`src/ex_decode_consts.svh`:
```
`ifndef EX_DECODE_CONSTS_SVH
`define EX_DECODE_CONSTS_SVH

// Field widths
`define INSTR_W     30
`define OPC_W       5
`define REG_W       5
`define F3_W        3
`define F7_W        7
`define F12_W       12
`define ALU_OP_W    4
`define BMU_OP_W    5
`define MDU_OP_W    3

// Major opcodes, instr[6:2]
`define OPC_LOAD    5'b00000
`define OPC_STORE   5'b01000
`define OPC_BRANCH  5'b11000
`define OPC_JALR    5'b11001
`define OPC_JAL     5'b11011
`define OPC_AUIPC   5'b00101
`define OPC_LUI     5'b01101
`define OPC_OP_IMM  5'b00100
`define OPC_OP      5'b01100
`define OPC_SYSTEM  5'b11100

// funct3, shared by the base ops and their Zbb/Zbs relatives
`define F3_ADD      3'b000
`define F3_SLL      3'b001
`define F3_SLT      3'b010
`define F3_SLTU     3'b011
`define F3_XOR      3'b100
`define F3_SR       3'b101
`define F3_OR       3'b110
`define F3_AND      3'b111
`define F3_MIN      3'b100
`define F3_MINU     3'b101
`define F3_MAX      3'b110
`define F3_MAXU     3'b111
`define F3_ZEXTH    3'b100
`define F3_PRIV     3'b000
`define F3_CSR_RSV  3'b100

// funct7
`define F7_BASE     7'b0000000
`define F7_ALT      7'b0100000
`define F7_MULDIV   7'b0000001
`define F7_ZEXTH    7'b0000100
`define F7_ROT      7'b0110000
`define F7_BCLR     7'b0100100
`define F7_BINV     7'b0110100
`define F7_BSET     7'b0010100
`define F7_MINMAX   7'b0000101

// rs2 field as a sub-opcode for the unary group
`define RS2_CLZ     5'b00000
`define RS2_CTZ     5'b00001
`define RS2_CPOP    5'b00010
`define RS2_ORCB    5'b00111
`define RS2_SEXTB   5'b00100
`define RS2_SEXTH   5'b00101
`define RS2_REV8    5'b11000

// funct12 of the privileged group
`define F12_ECALL   12'h000
`define F12_EBREAK  12'h001
`define F12_MRET    12'h302
`define F12_WFI     12'h105

// ALU ops
`define ALU_ADD     4'd0
`define ALU_SUB     4'd1
`define ALU_SLL     4'd3
`define ALU_SLT     4'd4
`define ALU_SLTU    4'd5
`define ALU_XOR     4'd6
`define ALU_SRL     4'd7
`define ALU_SRA     4'd8
`define ALU_OR      4'd9
`define ALU_AND     4'd10
`define ALU_XNOR    4'd11
`define ALU_LUI     4'd12

// Chip select, privileged jump, CSR op
`define CS_ALU      2'd0
`define CS_MDU      2'd1
`define CS_BMU      2'd2
`define CS_CSR      2'd3
`define PJ_NONE     2'd0
`define PJ_MRET     2'd1
`define PJ_ECALL    2'd2
`define PJ_EBREAK   2'd3
`define CSR_RW      2'd1
`define CSR_RS      2'd2
`define CSR_RC      2'd3

// BMU ops
`define BMU_CLZ     5'd0
`define BMU_CTZ     5'd1
`define BMU_CPOP    5'd2
`define BMU_ORCB    5'd3
`define BMU_REV8    5'd4
`define BMU_ZEXTH   5'd5
`define BMU_SEXTB   5'd6
`define BMU_SEXTH   5'd7
`define BMU_ROL     5'd8
`define BMU_ROR     5'd9
`define BMU_MAX     5'd10
`define BMU_BCLR    5'd11
`define BMU_BEXT    5'd12
`define BMU_BINV    5'd13
`define BMU_BSET    5'd14
`define BMU_MAXU    5'd15
`define BMU_MIN     5'd16
`define BMU_MINU    5'd17

`endif

```
`src/ex_decode_pkg.sv`:
```
`include "ex_decode_consts.svh"

package ex_decode_pkg;

    // Register-register view
    typedef struct packed {
        logic [`F7_W-1:0]  funct7;
        logic [`REG_W-1:0] rs2;
        logic [`REG_W-1:0] rs1;
        logic [`F3_W-1:0]  funct3;
        logic [`REG_W-1:0] rd;
        logic [`OPC_W-1:0] opcode;
    } r_fields_t;

    // Immediate view, funct12 overlays funct7 and rs2
    typedef struct packed {
        logic [`F12_W-1:0] funct12;
        logic [`REG_W-1:0] rs1;
        logic [`F3_W-1:0]  funct3;
        logic [`REG_W-1:0] rd;
        logic [`OPC_W-1:0] opcode;
    } i_fields_t;

    typedef union packed {
        r_fields_t r;
        i_fields_t i;
    } instr_word_u;

endpackage

```
`src/alu_mdu_decoder.sv`:
```
`timescale 1ns/1ps
`include "ex_decode_consts.svh"

module alu_mdu_decoder (
    input  ex_decode_pkg::instr_word_u instr_i,
    output logic                       hit_o,
    output logic [`ALU_OP_W-1:0]       alu_op_o,
    output logic                       mdu_en_o,
    output logic [`MDU_OP_W-1:0]       mdu_op_o,
    output logic                       rs2_negate_o
);

    logic [`F3_W-1:0] f3;
    logic [`F7_W-1:0] shift_f7;

    assign f3       = instr_i.r.funct3;
    assign shift_f7 = instr_i.i.funct12[`F12_W-1:`F12_W-`F7_W]; // Above shamt

    // funct3 to op for the plain encodings
    function automatic logic [`ALU_OP_W-1:0] base_op(input logic [`F3_W-1:0] sel);
        case (sel)
            `F3_ADD:  return `ALU_ADD;
            `F3_SLL:  return `ALU_SLL;
            `F3_SLT:  return `ALU_SLT;
            `F3_SLTU: return `ALU_SLTU;
            `F3_XOR:  return `ALU_XOR;
            `F3_SR:   return `ALU_SRL;
            `F3_OR:   return `ALU_OR;
            default:  return `ALU_AND;
        endcase
    endfunction

    always_comb begin
        hit_o        = 1'b1;
        alu_op_o     = `ALU_ADD;
        mdu_en_o     = 1'b0;
        mdu_op_o     = '0;
        rs2_negate_o = 1'b0;
        case (instr_i.r.opcode)
            `OPC_LOAD, `OPC_STORE, `OPC_BRANCH,
            `OPC_AUIPC, `OPC_JAL, `OPC_JALR: alu_op_o = `ALU_ADD; // Address add
            `OPC_LUI: alu_op_o = `ALU_LUI;
            `OPC_OP_IMM: begin
                alu_op_o = base_op(f3);
                if (f3 == `F3_SLL) begin
                    hit_o = (shift_f7 == `F7_BASE);
                end else if (f3 == `F3_SR) begin
                    hit_o = (shift_f7 == `F7_BASE) || (shift_f7 == `F7_ALT);
                    alu_op_o = (shift_f7 == `F7_ALT) ? `ALU_SRA : `ALU_SRL;
                end
            end
            `OPC_OP: begin
                case (instr_i.r.funct7)
                    `F7_BASE: alu_op_o = base_op(f3);
                    `F7_ALT: begin
                        // SUB, ANDN and ORN go through the negated rs2 path
                        rs2_negate_o = (f3 == `F3_ADD) || (f3 == `F3_AND) || (f3 == `F3_OR);
                        case (f3)
                            `F3_ADD:         alu_op_o = `ALU_SUB;
                            `F3_SR:          alu_op_o = `ALU_SRA;
                            `F3_XOR:         alu_op_o = `ALU_XNOR;
                            `F3_OR, `F3_AND: alu_op_o = base_op(f3);
                            default:         hit_o = 1'b0;
                        endcase
                    end
                    `F7_MULDIV: begin
                        mdu_en_o = 1'b1;
                        mdu_op_o = f3; // MUL..REMU in funct3 order
                    end
                    default: hit_o = 1'b0;
                endcase
            end
            default: hit_o = 1'b0;
        endcase
    end

    mdu_needs_hit: assert final (!mdu_en_o || hit_o)
        else $error("MDU enabled on an encoding the decoder did not claim");

endmodule

```
`src/bmu_decoder.sv`:
```
`timescale 1ns/1ps
`include "ex_decode_consts.svh"

module bmu_decoder (
    input  ex_decode_pkg::instr_word_u instr_i,
    output logic                       hit_o,
    output logic [`BMU_OP_W-1:0]       bmu_op_o
);

    logic [`F3_W-1:0]  f3;
    logic [`F7_W-1:0]  f7;
    logic [`REG_W-1:0] rs2;

    assign f3  = instr_i.r.funct3;
    assign f7  = instr_i.r.funct7;
    assign rs2 = instr_i.r.rs2;

    always_comb begin
        hit_o    = 1'b1;
        bmu_op_o = `BMU_CLZ;
        if (instr_i.r.opcode == `OPC_OP_IMM && f3 == `F3_SLL) begin
            case (f7)
                `F7_ROT: begin
                    case (rs2) // Unary group
                        `RS2_CLZ:   bmu_op_o = `BMU_CLZ;
                        `RS2_CTZ:   bmu_op_o = `BMU_CTZ;
                        `RS2_CPOP:  bmu_op_o = `BMU_CPOP;
                        `RS2_SEXTB: bmu_op_o = `BMU_SEXTB;
                        `RS2_SEXTH: bmu_op_o = `BMU_SEXTH;
                        default:    hit_o = 1'b0;
                    endcase
                end
                `F7_BCLR: bmu_op_o = `BMU_BCLR;
                `F7_BINV: bmu_op_o = `BMU_BINV;
                `F7_BSET: bmu_op_o = `BMU_BSET;
                default:  hit_o = 1'b0; // SLLI stays with the ALU
            endcase
        end else if (instr_i.r.opcode == `OPC_OP_IMM && f3 == `F3_SR) begin
            case (f7)
                `F7_ROT:  bmu_op_o = `BMU_ROR; // RORI
                `F7_BCLR: bmu_op_o = `BMU_BEXT;
                `F7_BSET: begin
                    hit_o    = (rs2 == `RS2_ORCB);
                    bmu_op_o = `BMU_ORCB;
                end
                `F7_BINV: begin
                    hit_o    = (rs2 == `RS2_REV8);
                    bmu_op_o = `BMU_REV8;
                end
                default:  hit_o = 1'b0;
            endcase
        end else if (instr_i.r.opcode == `OPC_OP) begin
            case (f7)
                `F7_ZEXTH: begin
                    hit_o    = (f3 == `F3_ZEXTH) && (rs2 == '0);
                    bmu_op_o = `BMU_ZEXTH;
                end
                `F7_ROT: begin
                    hit_o    = (f3 == `F3_SLL) || (f3 == `F3_SR);
                    bmu_op_o = (f3 == `F3_SR) ? `BMU_ROR : `BMU_ROL;
                end
                `F7_BCLR: begin
                    hit_o    = (f3 == `F3_SLL) || (f3 == `F3_SR);
                    bmu_op_o = (f3 == `F3_SR) ? `BMU_BEXT : `BMU_BCLR;
                end
                `F7_BINV: begin
                    hit_o    = (f3 == `F3_SLL);
                    bmu_op_o = `BMU_BINV;
                end
                `F7_BSET: begin
                    hit_o    = (f3 == `F3_SLL);
                    bmu_op_o = `BMU_BSET;
                end
                `F7_MINMAX: begin
                    case (f3)
                        `F3_MIN:  bmu_op_o = `BMU_MIN;
                        `F3_MINU: bmu_op_o = `BMU_MINU;
                        `F3_MAXU: bmu_op_o = `BMU_MAXU;
                        `F3_MAX:  bmu_op_o = `BMU_MAX;
                        default:  hit_o = 1'b0;
                    endcase
                end
                default: hit_o = 1'b0;
            endcase
        end else begin
            hit_o = 1'b0;
        end
    end

endmodule

```
`src/ex_ctrl_stage.sv`:
```
`timescale 1ns/1ps
`include "ex_decode_consts.svh"

module ex_ctrl_stage (
    input  logic                 clk_i,
    input  logic                 reset_i,
    input  logic                 valid_i,
    input  logic                 stall_i,
    input  logic                 alu_hit_i,
    input  logic [`ALU_OP_W-1:0] alu_op_i,
    input  logic                 mdu_en_i,
    input  logic [`MDU_OP_W-1:0] mdu_op_i,
    input  logic                 rs2_negate_i,
    input  logic                 bmu_hit_i,
    input  logic [`BMU_OP_W-1:0] bmu_op_i,
    input  logic                 sys_hit_i,
    input  logic                 csr_en_i,
    input  logic [1:0]           csr_op_i,
    input  logic                 csr_imm_sel_i,
    input  logic [1:0]           privjump_i,
    output logic [1:0]           chip_sel_o,
    output logic [`ALU_OP_W-1:0] alu_op_o,
    output logic                 mdu_en_o,
    output logic [`MDU_OP_W-1:0] mdu_op_o,
    output logic [`BMU_OP_W-1:0] bmu_op_o,
    output logic                 csr_en_o,
    output logic [1:0]           csr_op_o,
    output logic                 csr_imm_sel_o,
    output logic [1:0]           privjump_o,
    output logic                 rs2_negate_o,
    output logic                 illegal_o,
    output logic                 valid_o
);

    logic       alu_sel;
    logic       bmu_sel;
    logic       sys_sel;
    logic       illegal;
    logic [1:0] cs_next;

    // Only a valid instruction selects a unit
    assign alu_sel = valid_i && alu_hit_i;
    assign bmu_sel = valid_i && bmu_hit_i;
    assign sys_sel = valid_i && sys_hit_i;
    assign illegal = valid_i && !(alu_hit_i || bmu_hit_i || sys_hit_i);

    always_comb begin
        cs_next = `CS_ALU; // Also for WFI and privileged jumps
        if (bmu_sel) begin
            cs_next = `CS_BMU;
        end else if (alu_sel && mdu_en_i) begin
            cs_next = `CS_MDU;
        end else if (sys_sel && csr_en_i) begin
            cs_next = `CS_CSR;
        end
    end

    always_ff @(posedge clk_i) begin
        if (reset_i) begin
            valid_o       <= 1'b0;
            illegal_o     <= 1'b0;
            chip_sel_o    <= `CS_ALU;
            alu_op_o      <= '0;
            mdu_en_o      <= 1'b0;
            mdu_op_o      <= '0;
            rs2_negate_o  <= 1'b0;
            bmu_op_o      <= '0;
            csr_en_o      <= 1'b0;
            csr_op_o      <= '0;
            csr_imm_sel_o <= 1'b0;
            privjump_o    <= `PJ_NONE;
        end else if (!stall_i) begin
            valid_o       <= valid_i;
            illegal_o     <= illegal;
            chip_sel_o    <= cs_next;
            alu_op_o      <= alu_sel ? alu_op_i : '0;
            mdu_en_o      <= alu_sel && mdu_en_i;
            mdu_op_o      <= (alu_sel && mdu_en_i) ? mdu_op_i : '0;
            rs2_negate_o  <= alu_sel && rs2_negate_i;
            bmu_op_o      <= bmu_sel ? bmu_op_i : '0;
            csr_en_o      <= sys_sel && csr_en_i;
            csr_op_o      <= sys_sel ? csr_op_i : '0;
            csr_imm_sel_o <= sys_sel && csr_imm_sel_i;
            privjump_o    <= sys_sel ? privjump_i : `PJ_NONE;
        end
    end

    // Decoders own disjoint encoding spaces
    hits_onehot: assert property (@(posedge clk_i) disable iff (reset_i)
        valid_i |-> $onehot0({alu_hit_i, bmu_hit_i, sys_hit_i}))
        else $error("Several decoders claimed one instruction");

    valid_low_after_reset: assert property (@(posedge clk_i) reset_i |=> !valid_o)
        else $error("valid_o high in the cycle after reset");

endmodule

```
`src/ex_decoder_top.sv`:
```
`timescale 1ns/1ps
`include "ex_decode_consts.svh"

module ex_decoder_top (
    input  logic                 clk_i,
    input  logic                 reset_i,
    input  logic [`INSTR_W-1:0]  instr_i,
    input  logic                 valid_i,
    input  logic                 stall_i,
    output logic [1:0]           chip_sel_o,
    output logic [`ALU_OP_W-1:0] alu_op_o,
    output logic                 mdu_en_o,
    output logic [`MDU_OP_W-1:0] mdu_op_o,
    output logic [`BMU_OP_W-1:0] bmu_op_o,
    output logic                 csr_en_o,
    output logic [1:0]           csr_op_o,
    output logic                 csr_imm_sel_o,
    output logic [1:0]           privjump_o,
    output logic                 rs2_negate_o,
    output logic                 illegal_o,
    output logic                 valid_o
);

    logic                 alu_hit;
    logic [`ALU_OP_W-1:0] alu_op;
    logic                 mdu_en;
    logic [`MDU_OP_W-1:0] mdu_op;
    logic                 rs2_negate;
    logic                 bmu_hit;
    logic [`BMU_OP_W-1:0] bmu_op;
    logic                 sys_hit;
    logic                 csr_en;
    logic [1:0]           csr_op;
    logic                 csr_imm_sel;
    logic [1:0]           privjump;

    alu_mdu_decoder u_alu_mdu (
        .instr_i      (instr_i),
        .hit_o        (alu_hit),
        .alu_op_o     (alu_op),
        .mdu_en_o     (mdu_en),
        .mdu_op_o     (mdu_op),
        .rs2_negate_o (rs2_negate)
    );

    bmu_decoder u_bmu (
        .instr_i  (instr_i),
        .hit_o    (bmu_hit),
        .bmu_op_o (bmu_op)
    );

    system_decoder u_system (
        .instr_i       (instr_i),
        .hit_o         (sys_hit),
        .csr_en_o      (csr_en),
        .csr_op_o      (csr_op),
        .csr_imm_sel_o (csr_imm_sel),
        .privjump_o    (privjump)
    );

    ex_ctrl_stage u_stage (
        .clk_i         (clk_i),
        .reset_i       (reset_i),
        .valid_i       (valid_i),
        .stall_i       (stall_i),
        .alu_hit_i     (alu_hit),
        .alu_op_i      (alu_op),
        .mdu_en_i      (mdu_en),
        .mdu_op_i      (mdu_op),
        .rs2_negate_i  (rs2_negate),
        .bmu_hit_i     (bmu_hit),
        .bmu_op_i      (bmu_op),
        .sys_hit_i     (sys_hit),
        .csr_en_i      (csr_en),
        .csr_op_i      (csr_op),
        .csr_imm_sel_i (csr_imm_sel),
        .privjump_i    (privjump),
        .chip_sel_o    (chip_sel_o),
        .alu_op_o      (alu_op_o),
        .mdu_en_o      (mdu_en_o),
        .mdu_op_o      (mdu_op_o),
        .bmu_op_o      (bmu_op_o),
        .csr_en_o      (csr_en_o),
        .csr_op_o      (csr_op_o),
        .csr_imm_sel_o (csr_imm_sel_o),
        .privjump_o    (privjump_o),
        .rs2_negate_o  (rs2_negate_o),
        .illegal_o     (illegal_o),
        .valid_o       (valid_o)
    );

endmodule

```
`src/system_decoder.sv`:
```
`timescale 1ns/1ps
`include "ex_decode_consts.svh"

module system_decoder (
    input  ex_decode_pkg::instr_word_u instr_i,
    output logic                       hit_o,
    output logic                       csr_en_o,
    output logic [1:0]                 csr_op_o,
    output logic                       csr_imm_sel_o,
    output logic [1:0]                 privjump_o
);

    logic [`F3_W-1:0] f3;

    assign f3 = instr_i.i.funct3;

    always_comb begin
        hit_o         = 1'b0;
        csr_en_o      = 1'b0;
        csr_op_o      = '0;
        csr_imm_sel_o = 1'b0;
        privjump_o    = `PJ_NONE;
        if (instr_i.i.opcode == `OPC_SYSTEM) begin
            if (f3 != `F3_PRIV && f3 != `F3_CSR_RSV) begin
                hit_o         = 1'b1;
                csr_en_o      = 1'b1;
                csr_op_o      = f3[1:0];
                csr_imm_sel_o = f3[2]; // uimm in rs1 slot
            end else if (f3 == `F3_PRIV && instr_i.i.rd == '0 && instr_i.i.rs1 == '0) begin
                hit_o = 1'b1;
                case (instr_i.i.funct12)
                    `F12_ECALL:  privjump_o = `PJ_ECALL;
                    `F12_EBREAK: privjump_o = `PJ_EBREAK;
                    `F12_MRET:   privjump_o = `PJ_MRET;
                    `F12_WFI:    privjump_o = `PJ_NONE; // Runs as a NOP
                    default:     hit_o = 1'b0;
                endcase
            end
        end
    end

endmodule

```
`config.mk`:
```
export PLATFORM = sky130hd
export DESIGN_NAME = ex_decoder_top
export DESIGN_NICKNAME = d
export VERILOG_FILES = /design/src/ex_decode_pkg.sv /design/src/alu_mdu_decoder.sv /design/src/bmu_decoder.sv /design/src/ex_ctrl_stage.sv /design/src/ex_decoder_top.sv /design/src/system_decoder.sv
export VERILOG_INCLUDE_DIRS = /design/src /design/src/src
export SDC_FILE = /design/constraint.sdc
export NUM_CORES = 1
export LEC_CHECK = 0
export BUFFER_PORTS_ARGS = -buffer_cell sky130_fd_sc_hd__buf_4
export CELL_PAD_IN_SITES_DETAIL_PLACEMENT = 0
export CELL_PAD_IN_SITES_GLOBAL_PLACEMENT = 1
export CORE_UTILIZATION = 29
export DETAILED_ROUTE_END_ITERATION = 10
export PLACE_DENSITY_LB_ADDON = 0.1
export SYNTH_ARGS = -nofsm -noshare
export SYNTH_HDL_FRONTEND = slang
export SYNTH_SLANG_ARGS = --single-unit
```
`constraint.sdc`:
```
create_clock -name clk_i -period 2.8 [get_ports clk_i]
set_clock_uncertainty 0.1 [all_clocks]
set_input_delay 0.42 -clock clk_i [delete_from_list [all_inputs] [get_ports clk_i]]
set_output_delay 0.42 -clock clk_i [all_outputs]
set_load 0.005 [all_outputs]
```
# Word level (Yosys, flattened, before mapping)
# Index checks and enable logic that the tools add are counted.
# op_classes
eq_ne	34
reduce_logical	39
n_mux	60
# ops
operator	n
4-bit one-hot mux with 4 select lines	3
5-bit one-hot mux with 4 select lines	2
5-bit one-hot mux with 6 select lines	1
7-bit by 6-bit equality test with 1-bit output, second input constant	4
4-bit one-hot mux with 7 select lines	1
5-bit by 3-bit equality test with 1-bit output, second input constant	5
5-bit equality test, second input constant	5
4-bit one-hot mux with 6 select lines	1
1-bit 2-to-1 mux	21
5-bit logical NOT	4
2-bit 2-to-1 mux	10
5-bit 2-to-1 mux	4
4-bit 2-to-1 mux	4
5-bit by 4-bit equality test with 1-bit output, second input constant	3
7-bit by 3-bit equality test with 1-bit output, second input constant	2
1-bit logical AND	14
12-bit by 1-bit equality test with 1-bit output, second input constant	1
12-bit by 10-bit equality test with 1-bit output, second input constant	1
12-bit by 9-bit equality test with 1-bit output, second input constant	1
3-bit equality test, second input constant	4
12-bit logical NOT	1
3-bit 2-to-1 mux	4
3-bit one-hot mux with 4 select lines	1
4-bit one-hot mux with 3 select lines	1
other kinds (22)	35
# totals
word_cells	145
output_inout_bits	24
reg_bits	24
inputBits	34

# Logic depth before layout (Yosys ltp)
# Gate-level depths: netlist of the first run.
# depth
depth_word	11
depth_mapped	7
mapped_depth_nobuf	6

# Cells and area by module
# A second synthesis of the first run with hierarchy kept.
# unflattened
hier_cells	280
hier_area_um2	2117.0
# modules_own_cells
module	cells_each	area_each_um2	n_inst	seq_area_each_um2
ex_ctrl_stage	106	938.4	1	480.5
bmu_decoder	88	594.3	1	0.0
alu_mdu_decoder	60	401.6	1	0.0
system_decoder	26	182.7	1	0.0

# Worst setup path after synthesis of the first run
# Ideal clock, no wire load.
# synth_path
path_kind	input-to-reg
from	input instr_i[26]
to	register u_stage.alu_op_o[1]
path_buffers	1
setup_ns	0.086
path_stages	6
t_arrival_ns	2.131
required_time_ns	2.614
slack_ns	0.483
path_cell_list	buf_6 or4b_4 or2_4 o311ai_2 o2111ai_1 a211oi_1
# synth_between
elab_chain_cells	7
word_cells_on_any_way	16
cone_classes	2 x eq/ne; 10 x mux; 4 x reduce/logical
# synth_lines
element	line	rtl
from (decl)	ex_decoder_top.sv:7	input logic [`INSTR_W-1:0] instr_i,
7-bit by 6-bit equality test with 1-bit output or 7-bit logical NOT (tied branches)	alu_mdu_decoder.sv:53	case (instr_i.r.funct7)
1-bit logical OR	alu_mdu_decoder.sv:48	hit_o = (shift_f7 == `F7_BASE) || (shift_f7 == `F7_ALT);
1-bit 2-to-1 mux	alu_mdu_decoder.sv:47	end else if (f3 == `F3_SR) begin
1-bit 2-to-1 mux	alu_mdu_decoder.sv:45	if (f3 == `F3_SLL) begin
1-bit one-hot mux with 3 select lines	alu_mdu_decoder.sv:39	case (instr_i.r.opcode)
1-bit logical AND	ex_ctrl_stage.sv:42	assign alu_sel = valid_i && alu_hit_i;
4-bit 2-to-1 mux *	ex_ctrl_stage.sv:76	alu_op_o <= alu_sel ? alu_op_i : '0;
to (signal assigned)	ex_ctrl_stage.sv:76	
to (decl)	ex_ctrl_stage.sv:22	output logic [`ALU_OP_W-1:0] alu_op_o,
# Mark *: on every way between the ends. The rest lies on a longest branch, timed or not.
# A chain may end at the register's enable or synchronous reset.

# Worst setup path after layout of the first run
# layout_path
from	input instr_i[23]
to	register u_stage.bmu_op_o[2]
# layout_between
elab_chain_cells	8
word_cells_on_any_way	23
cone_classes	6 x eq/ne; 13 x mux; 4 x reduce/logical
# layout_lines
element	line	rtl
7-bit by 6-bit equality test with 1-bit output or 7-bit by 5-bit equality test with 1-bit output (tied branches)	bmu_decoder.sv:22, bmu_decoder.sv:39, bmu_decoder.sv:53	
2-bit OR reduction (no line)	n/a	
1-bit one-hot mux with 4 select lines	bmu_decoder.sv:53	case (f7)
1-bit 2-to-1 mux	bmu_decoder.sv:52	end else if (instr_i.r.opcode == `OPC_OP) begin
1-bit 2-to-1 mux	bmu_decoder.sv:38	end else if (instr_i.r.opcode == `OPC_OP_IMM && f3 == `F3_SR) begin
1-bit 2-to-1 mux	bmu_decoder.sv:21	if (instr_i.r.opcode == `OPC_OP_IMM && f3 == `F3_SLL) begin
1-bit logical AND	ex_ctrl_stage.sv:43	assign bmu_sel = valid_i && bmu_hit_i;
5-bit 2-to-1 mux *	ex_ctrl_stage.sv:80	bmu_op_o <= bmu_sel ? bmu_op_i : '0;
to (signal assigned)	ex_ctrl_stage.sv:80	
to (decl)	ex_ctrl_stage.sv:25	output logic [`BMU_OP_W-1:0] bmu_op_o,
# Marked as above.

==> run_results.csv, run 1 <==
group,metric,value,unit
outcome,status,"finished clean",
critical_path,r2r_cells,2,
sta,hold_viol,0,
layout,final_util,0.403,
synth,synth.top_cell.area_share,0.260,
floorplan,io_pins,58,
critical_path,path_depth,7,
synth,async_reset_ff_frac,0,
sta,finalCritPeriodShare,0.825,
route,via_count,2146,
floorplan,initial_core_util,0.306,
grt,grt_pass1_vias,1929,
synth,synth_adder_area_share,0.00542,
route,vias_per_cell,5.59,
grt,track_usage,0.198,
layout,antennaDiodeCount,0,
route,first_pass_iters,4,
layout,fin_nets,344,
sta,slew_headroom,0.595,
synth,yosys.area_share.simple,0.369,
critical_path,cp_cell_sequence,"buf_4 -> or2_1 -> or4_4 -> a31o_1 -> o21ai_2 -> nand4b_2 -> a221oi_2",
cts,htree_num_levels,1,
layout,multi_input_area,1280,um^2
synth,avgSynthCellArea,7.29,um^2
synth,synthXorXnorAreaFrac,0.0142,
cts,post_cts_buffers,0,
floorplan,dieArea,6690,um^2
pwr,p_leak,0.916,nW
critical_path,r2r-start,"u_stage.alu_op_o[1]",
cts,clockBufferDepth,2,
sta,fmaxAchievable,433,MHz
floorplan,core_area,6030,um^2
route,drc,0,
run,max-cap-violations,0,
floorplan,row_count,28,
synth,synthCells,253,
cts,cts_sinks,24,
pwr,p_per_area,308,nW/um^2
layout,n_fill_cell,665,
critical_path,critPathLaunchType,"input port",
synth,synth_ff_type,"dfxtp_1",
hold_path,min_path_cells,2,
route,postRouteWirelength,6.34,mm
grt,grt_max_degree,22,
critical_path,crit_arrival,2.40,ns
synth,synthDistinctLibCells,63,
cts,clkTransAtPathRegs,0.09,ns
synth,ys_seq_elements,24,
hold_path,hold_class,"flop to flop",
cts,insertion_delay,0.27,ns
sta,period_needed,2.31,ns
cts,cts_tree,"built",
grt,grt-ovfl-total,0,
critical_path,max_stage_delay,0.59,ns
cts,cts_root_buf,"clkbuf_8",
cts,cts_inserted_buffers,3,
grt,grt_pass1_wl,10.1,mm
cts,cts_resized,0,
layout,fin_cells,384,
synth,synth-edff-count,0,
floorplan,die_w,81.8,um
synth,synth_compound_area_frac,0.299,
layout,drive_gt1_frac,0.282,
critical_path,critPathCaptureType,"flop",
critical_path,path_delay_family,"simple AND/OR/NAND/NOR gates",
place,dp.cells,380,
sta,rsz0062_at_grt,"false",
layout,area_growth,31.7,%
place,dp_hpwl,4.84,mm
synth,synth_top_family_by_area,"simple AND/OR/NAND/NOR gates",
floorplan,die_h,81.8,um
critical_path,setup.worst_path.end,"u_stage.bmu_op_o[2]",
cts,hold_buffers,0,
sta,maxSlewViolCount,0,
synth,ys_top_cells_by_count,"nand2_1, nor2_1, dfxtp_1",
route,ant_nets,0,
synth,yosys.area.top_type,"dfxtp_1",
synth,ys_warn_count,0,
pwr,worst_ir_drop_vdd,150,uV
sta,worst-slew-pin-transition,0.601,ns
sta,timing.setup.tns,0,ns
route,drtIter0Drc,149,
critical_path,critPathMaxFanout,7,
layout,ff_latch_area,480,um^2
place,io_buffer_count,57,
critical_path,rr_endpoint,"u_stage.alu_op_o[1]",
place,gp_congestion,0.831,
critical_path,ff2ff_setup_slack,1.70,ns
synth,ys_seq_area_frac,0.260,
critical_path,setup.worst_path.class,"input port to flop",
route,wl_per_cell,16.5,um
critical_path,worstPathRequired,2.89,ns
synth,synth.area.top_cells,"dfxtp_1, a21oi_1, nand2_1",
synth,synth_area,1850,um^2
grt,antenna_found_initial,0,
synth,syn_nets,287,
critical_path,cpMaxStageDelayCell,"or4_4",
synth,muxShareOfSynthArea,0.00542,
critical_path,path_buf_inv,1,
critical_path,startpoint,"instr_i[23]",
sta,setup_viol,0,
-- how the worst min path moves through the flow --
| stage | startpoint | to |
|---|---|---|
| final | u_stage.alu_op_o[3] | u_stage.alu_op_o[3] |
| after global routing | reset_i | u_stage.csr_imm_sel_o |
| after CTS | u_stage.alu_op_o[3] | u_stage.alu_op_o[3] |
| after detailed placement | u_stage.alu_op_o[3] | u_stage.alu_op_o[3] |
| after global placement | u_stage.bmu_op_o[1] | u_stage.bmu_op_o[1] |
| after floorplan | u_stage.bmu_op_o[4] | u_stage.bmu_op_o[4] |
-- cell type report --
type | instances | area share
Clock buffer | 4 | 0.0226
Timing Repair Buffer | 67 | 0.207
Multi-Input combinational cell | 209 | 0.527
Tap cell | 75 | 0.0386
Inverter | 5 | 0.00772
Sequential cell | 24 | 0.198
-- sequential cells by signal, summed over array words and instances, names as in the netlist --
| name | cells |
|---|---|
| u_stage.alu_op_o | 4 |
| u_stage.bmu_op_o | 5 |
| u_stage.chip_sel_o | 2 |
| u_stage.csr_en_o | 1 |
| u_stage.csr_imm_sel_o | 1 |
| u_stage.csr_op_o | 2 |
| u_stage.illegal_o | 1 |
| u_stage.mdu_en_o | 1 |
| u_stage.mdu_op_o | 3 |
| u_stage.privjump_o | 2 |
| u_stage.rs2_negate_o | 1 |
| u_stage.valid_o | 1 |
-- cell families after synthesis --
group,Yosys count
simple gates,124
xor+xnor,3
fa+ha+maj,1
buf+inv,20
flops,24
compound gates,80
mux,1
-- power breakdown --
group / internal (W) / total [W] / switching [W]
combinational: 0.0000680 / 0.000163 / 0.0000948
clock: 0.000126 / 0.000241 / 0.000116
sequential: 0.000343 / 0.000344 / 0.000000941
total: 0.000537 / 0.000748 / 0.000211
-- cell usage in the layout (no fill, tap or decap), types with 3 or more instances in the layout --
master	Yosys	final
nand4_1	5	5
clkbuf_8	0	4
inv_1	5	5
nor4_1	4	4
dfxtp_1	24	24
nand3_1	7	7
nor3_1	12	12
and3_1	3	3
nor2b_1	8	8
nor2_1	28	28
a32oi_1	3	3
or3_1	3	3
o31ai_1	3	3
o21ai_0	15	15
a22oi_1	7	7
or2_2	3	3
buf_4	0	67
a21oi_1	22	22
nand2_1	28	28
-- per-layer routing --
metal,share of wire,track usage
met1,0.51,0.284
met2,0.43,0.302
met3,0.049,0.0289
met4,0.017,0.0596
met5,0,0
-- metrics by stage --
stage / setup WS, ns / power (W) / hold WS (ns) / instance area [um^2]
after floorplan: 0.483 / 0.000436 / 0.344 / 1850
after global placement: 0.195 / 0.000516 / 0.340 / 2380
after detailed placement: 0.209 / 0.000514 / 0.343 / 2380
after CTS: 0.494 / 0.000755 / 0.363 / 2430
after global routing: 0.206 / 0.000787 / 0.377 / 2430
final: 0.489 / 0.000748 / 0.360 / 2430
-- tightest hold or removal path: cells and delay by family (launching register included) --
| family | cells | cell delay (ns) |
|---|---|---|
| flops | 1 | 0.32 |
| simple gates | 1 | 0.05 |
| compound gates | 1 | 0.05 |
(Power assumes the default switching activity.)
==> run 2: changes to the inputs <==
==> constraint.sdc (replaced) <==
create_clock -name clk_i -period 2.4 [get_ports clk_i]
set_clock_uncertainty 0.1 [all_clocks]
set_input_delay 0.36 -clock clk_i [delete_from_list [all_inputs] [get_ports clk_i]]
set_output_delay 0.36 -clock clk_i [all_outputs]
set_load 0.005 [all_outputs]
==> run 2 against run 1 <==
Effect of this change: global-route usage increased by 0.16 points; die area unchanged; first-iteration DRC count fell by 12%; clock power about the same; register-to-register slack got worse by 0.38 ns; worst setup slack worse by 0.21 ns; routed wire length up 2.3%; sequential share of layout area fell by 0.66 points.
==> run_results.csv, run 2 (same netlist as run 1, synthesis figures left out) <==
group,metric,value,unit
outcome,status,"finished clean",
layout,final_area,2510,um^2
cts,cts_tree,"built",
layout,final_common_cell,"buf_4",
critical_path,critPathLaunchType,"input port",
layout,n_fill_cell,654,
route,first_pass_iters,4,
grt,grt-ovfl-total,0,
place,place_area,2470,um^2
critical_path,crit_arrival,2.21,ns
critical_path,setup.worst_path.class,"input port to flop",
cts,insertion_delay,0.26,ns
sta,period_needed,2.13,ns
grt,grt_max_degree,22,
sta,maxSlewViolCount,0,
critical_path,worstPathRequired,2.48,ns
layout,regMostFlops,"u_stage.bmu_op_o",
run,max-cap-violations,0,
floorplan,die_h,81.8,um
sta,setup_viol,0,
grt,grt_pass1_vias,2069,
sta,slew_headroom,0.616,
cts,cts_resized,0,
route,postRouteWirelength,6.49,mm
route,vias_per_cell,5.54,
critical_path,critPathMaxFanout,10,
cts,hold_buffers,0,
layout,largest_reg_flops,5,
sta,finalCritPeriodShare,0.886,
sta,rsz0062_at_grt,"false",
layout,layout_common_cells,"buf_4, nand2_1, nor2_1, dfxtp_1, a21oi_1",
pwr,p_leak,0.971,nW
sta,worst-slew-pin-transition,0.572,ns
pwr,worst_ir_drop_vdd,224,uV
pwr,p_total,0.000840,W
critical_path,critPathCaptureType,"flop",
cts,htree_num_levels,1,
layout,multi_input_area,1280,um^2
sta,fmaxAchievable,470,MHz
place,pre_cts_ws,-0.00119,ns
layout,drive_gt1_frac,0.308,
floorplan,die_w,81.8,um
cts,cts_inserted_buffers,3,
route,drtIter0Drc,131,
route,wl_per_cell,16.4,um
floorplan,row_count,28,
layout,antennaDiodeCount,0,
route,drc,0,
hold_path,hold_class,"input port to flop",
sta,layout_setup_ws,0.275,ns
grt,track_usage,0.200,
place,gp_congestion,0.899,
route,ant_nets,0,
floorplan,initial_core_util,0.306,
place,dp_hpwl,5.10,mm
floorplan,io_pins,58,
floorplan,core_area,6030,um^2
cts,post_cts_buffers,0,
layout,area_growth,36.3,%
sta,hold_viol,0,
layout,reg.largest.list,"u_stage.bmu_op_o x5, u_stage.alu_op_o x4, u_stage.mdu_op_o x3",
layout,fin_nets,357,
route,via_count,2193,
place,io_buffer_count,57,
floorplan,dieArea,6690,um^2
pwr,p_per_area,334,nW/um^2
grt,antenna_found_initial,0,
layout,ff_latch_area,480,um^2
cts,clkTransAtPathRegs,0.08,ns
grt,grt_pass1_wl,10.2,mm
cts,clockBufferDepth,2,
cts,cts_root_buf,"clkbuf_8",
cts,cts_sinks,24,
-- run 2: cell types whose count changed in the layout (fill, tap and decap cells not counted), sizes merged --
cell and delta:
buf +13, clkbuf -1
-- run 2: cell type report --
| type | instances | share of cell area |
|---|---|---|
| Multi-Input combinational cell | 209 | 0.509 |
| Timing Repair Buffer | 80 | 0.239 |
| Sequential cell | 24 | 0.191 |
| Tap cell | 75 | 0.0373 |
| Clock buffer | 3 | 0.0164 |
| Inverter | 5 | 0.00746 |
-- run 2: metal layers --
layer	global-route usage	wire length, um	vias up
li1	-	-	1088
met2	0.312	2870	71
met4	0.0491	82	0
met1	0.281	3150	1028
met5	0	0	-
met3	0.0356	378	6
-- run 2: report_power, final --
group | internal, W | leakage (nW) | switching, W | total, W
Combinational | 0.0000870 | 0.756 | 0.000112 | 0.000199
Sequential | 0.000400 | 0.194 | 0.00000121 | 0.000401
Clock | 0.000112 | 0.0216 | 0.000127 | 0.000240
Total | 0.000599 | 0.971 | 0.000241 | 0.000840
-- run 2: worst max-delay path, cell delays in order --
cell and delay [ns]:
buf_4 0.14, or4b_4 0.57, nor3_1 0.31, buf_4 0.18, a311oi_1 0.05, o21ai_2 0.16, nand4b_2 0.17, a221oi_2 0.26
-- run 2: path summary, 6_finish.rpt --
check,start,to,slack [ns],depth (start not counted)
worst max-delay path,instr_i[26],u_stage.bmu_op_o[2],0.27,8
worst min-delay path,instr_i[11],u_stage.bmu_op_o[4],0.32,2
worst max register to register,u_stage.alu_op_o[1],u_stage.alu_op_o[1],1.32,2
worst min register to register,u_stage.bmu_op_o[0],u_stage.bmu_op_o[0],0.36,2
-- run 2: through the flow --
| step | cells | utilization | hold WS (ns) | setup TNS, ns |
|---|---|---|---|---|
| final | 396 | 0.417 | 0.323 | 0 |
| after global routing | 396 | 0.417 | 0.334 | 0 |
| after CTS | 396 | 0.417 | 0.321 | 0 |
| after detailed placement | 393 | 0.411 | 0.347 | -0.00119 |
| after global placement | 393 | 0.411 | 0.339 | 0 |
| after floorplan | 253 | - | 0.344 | 0 |
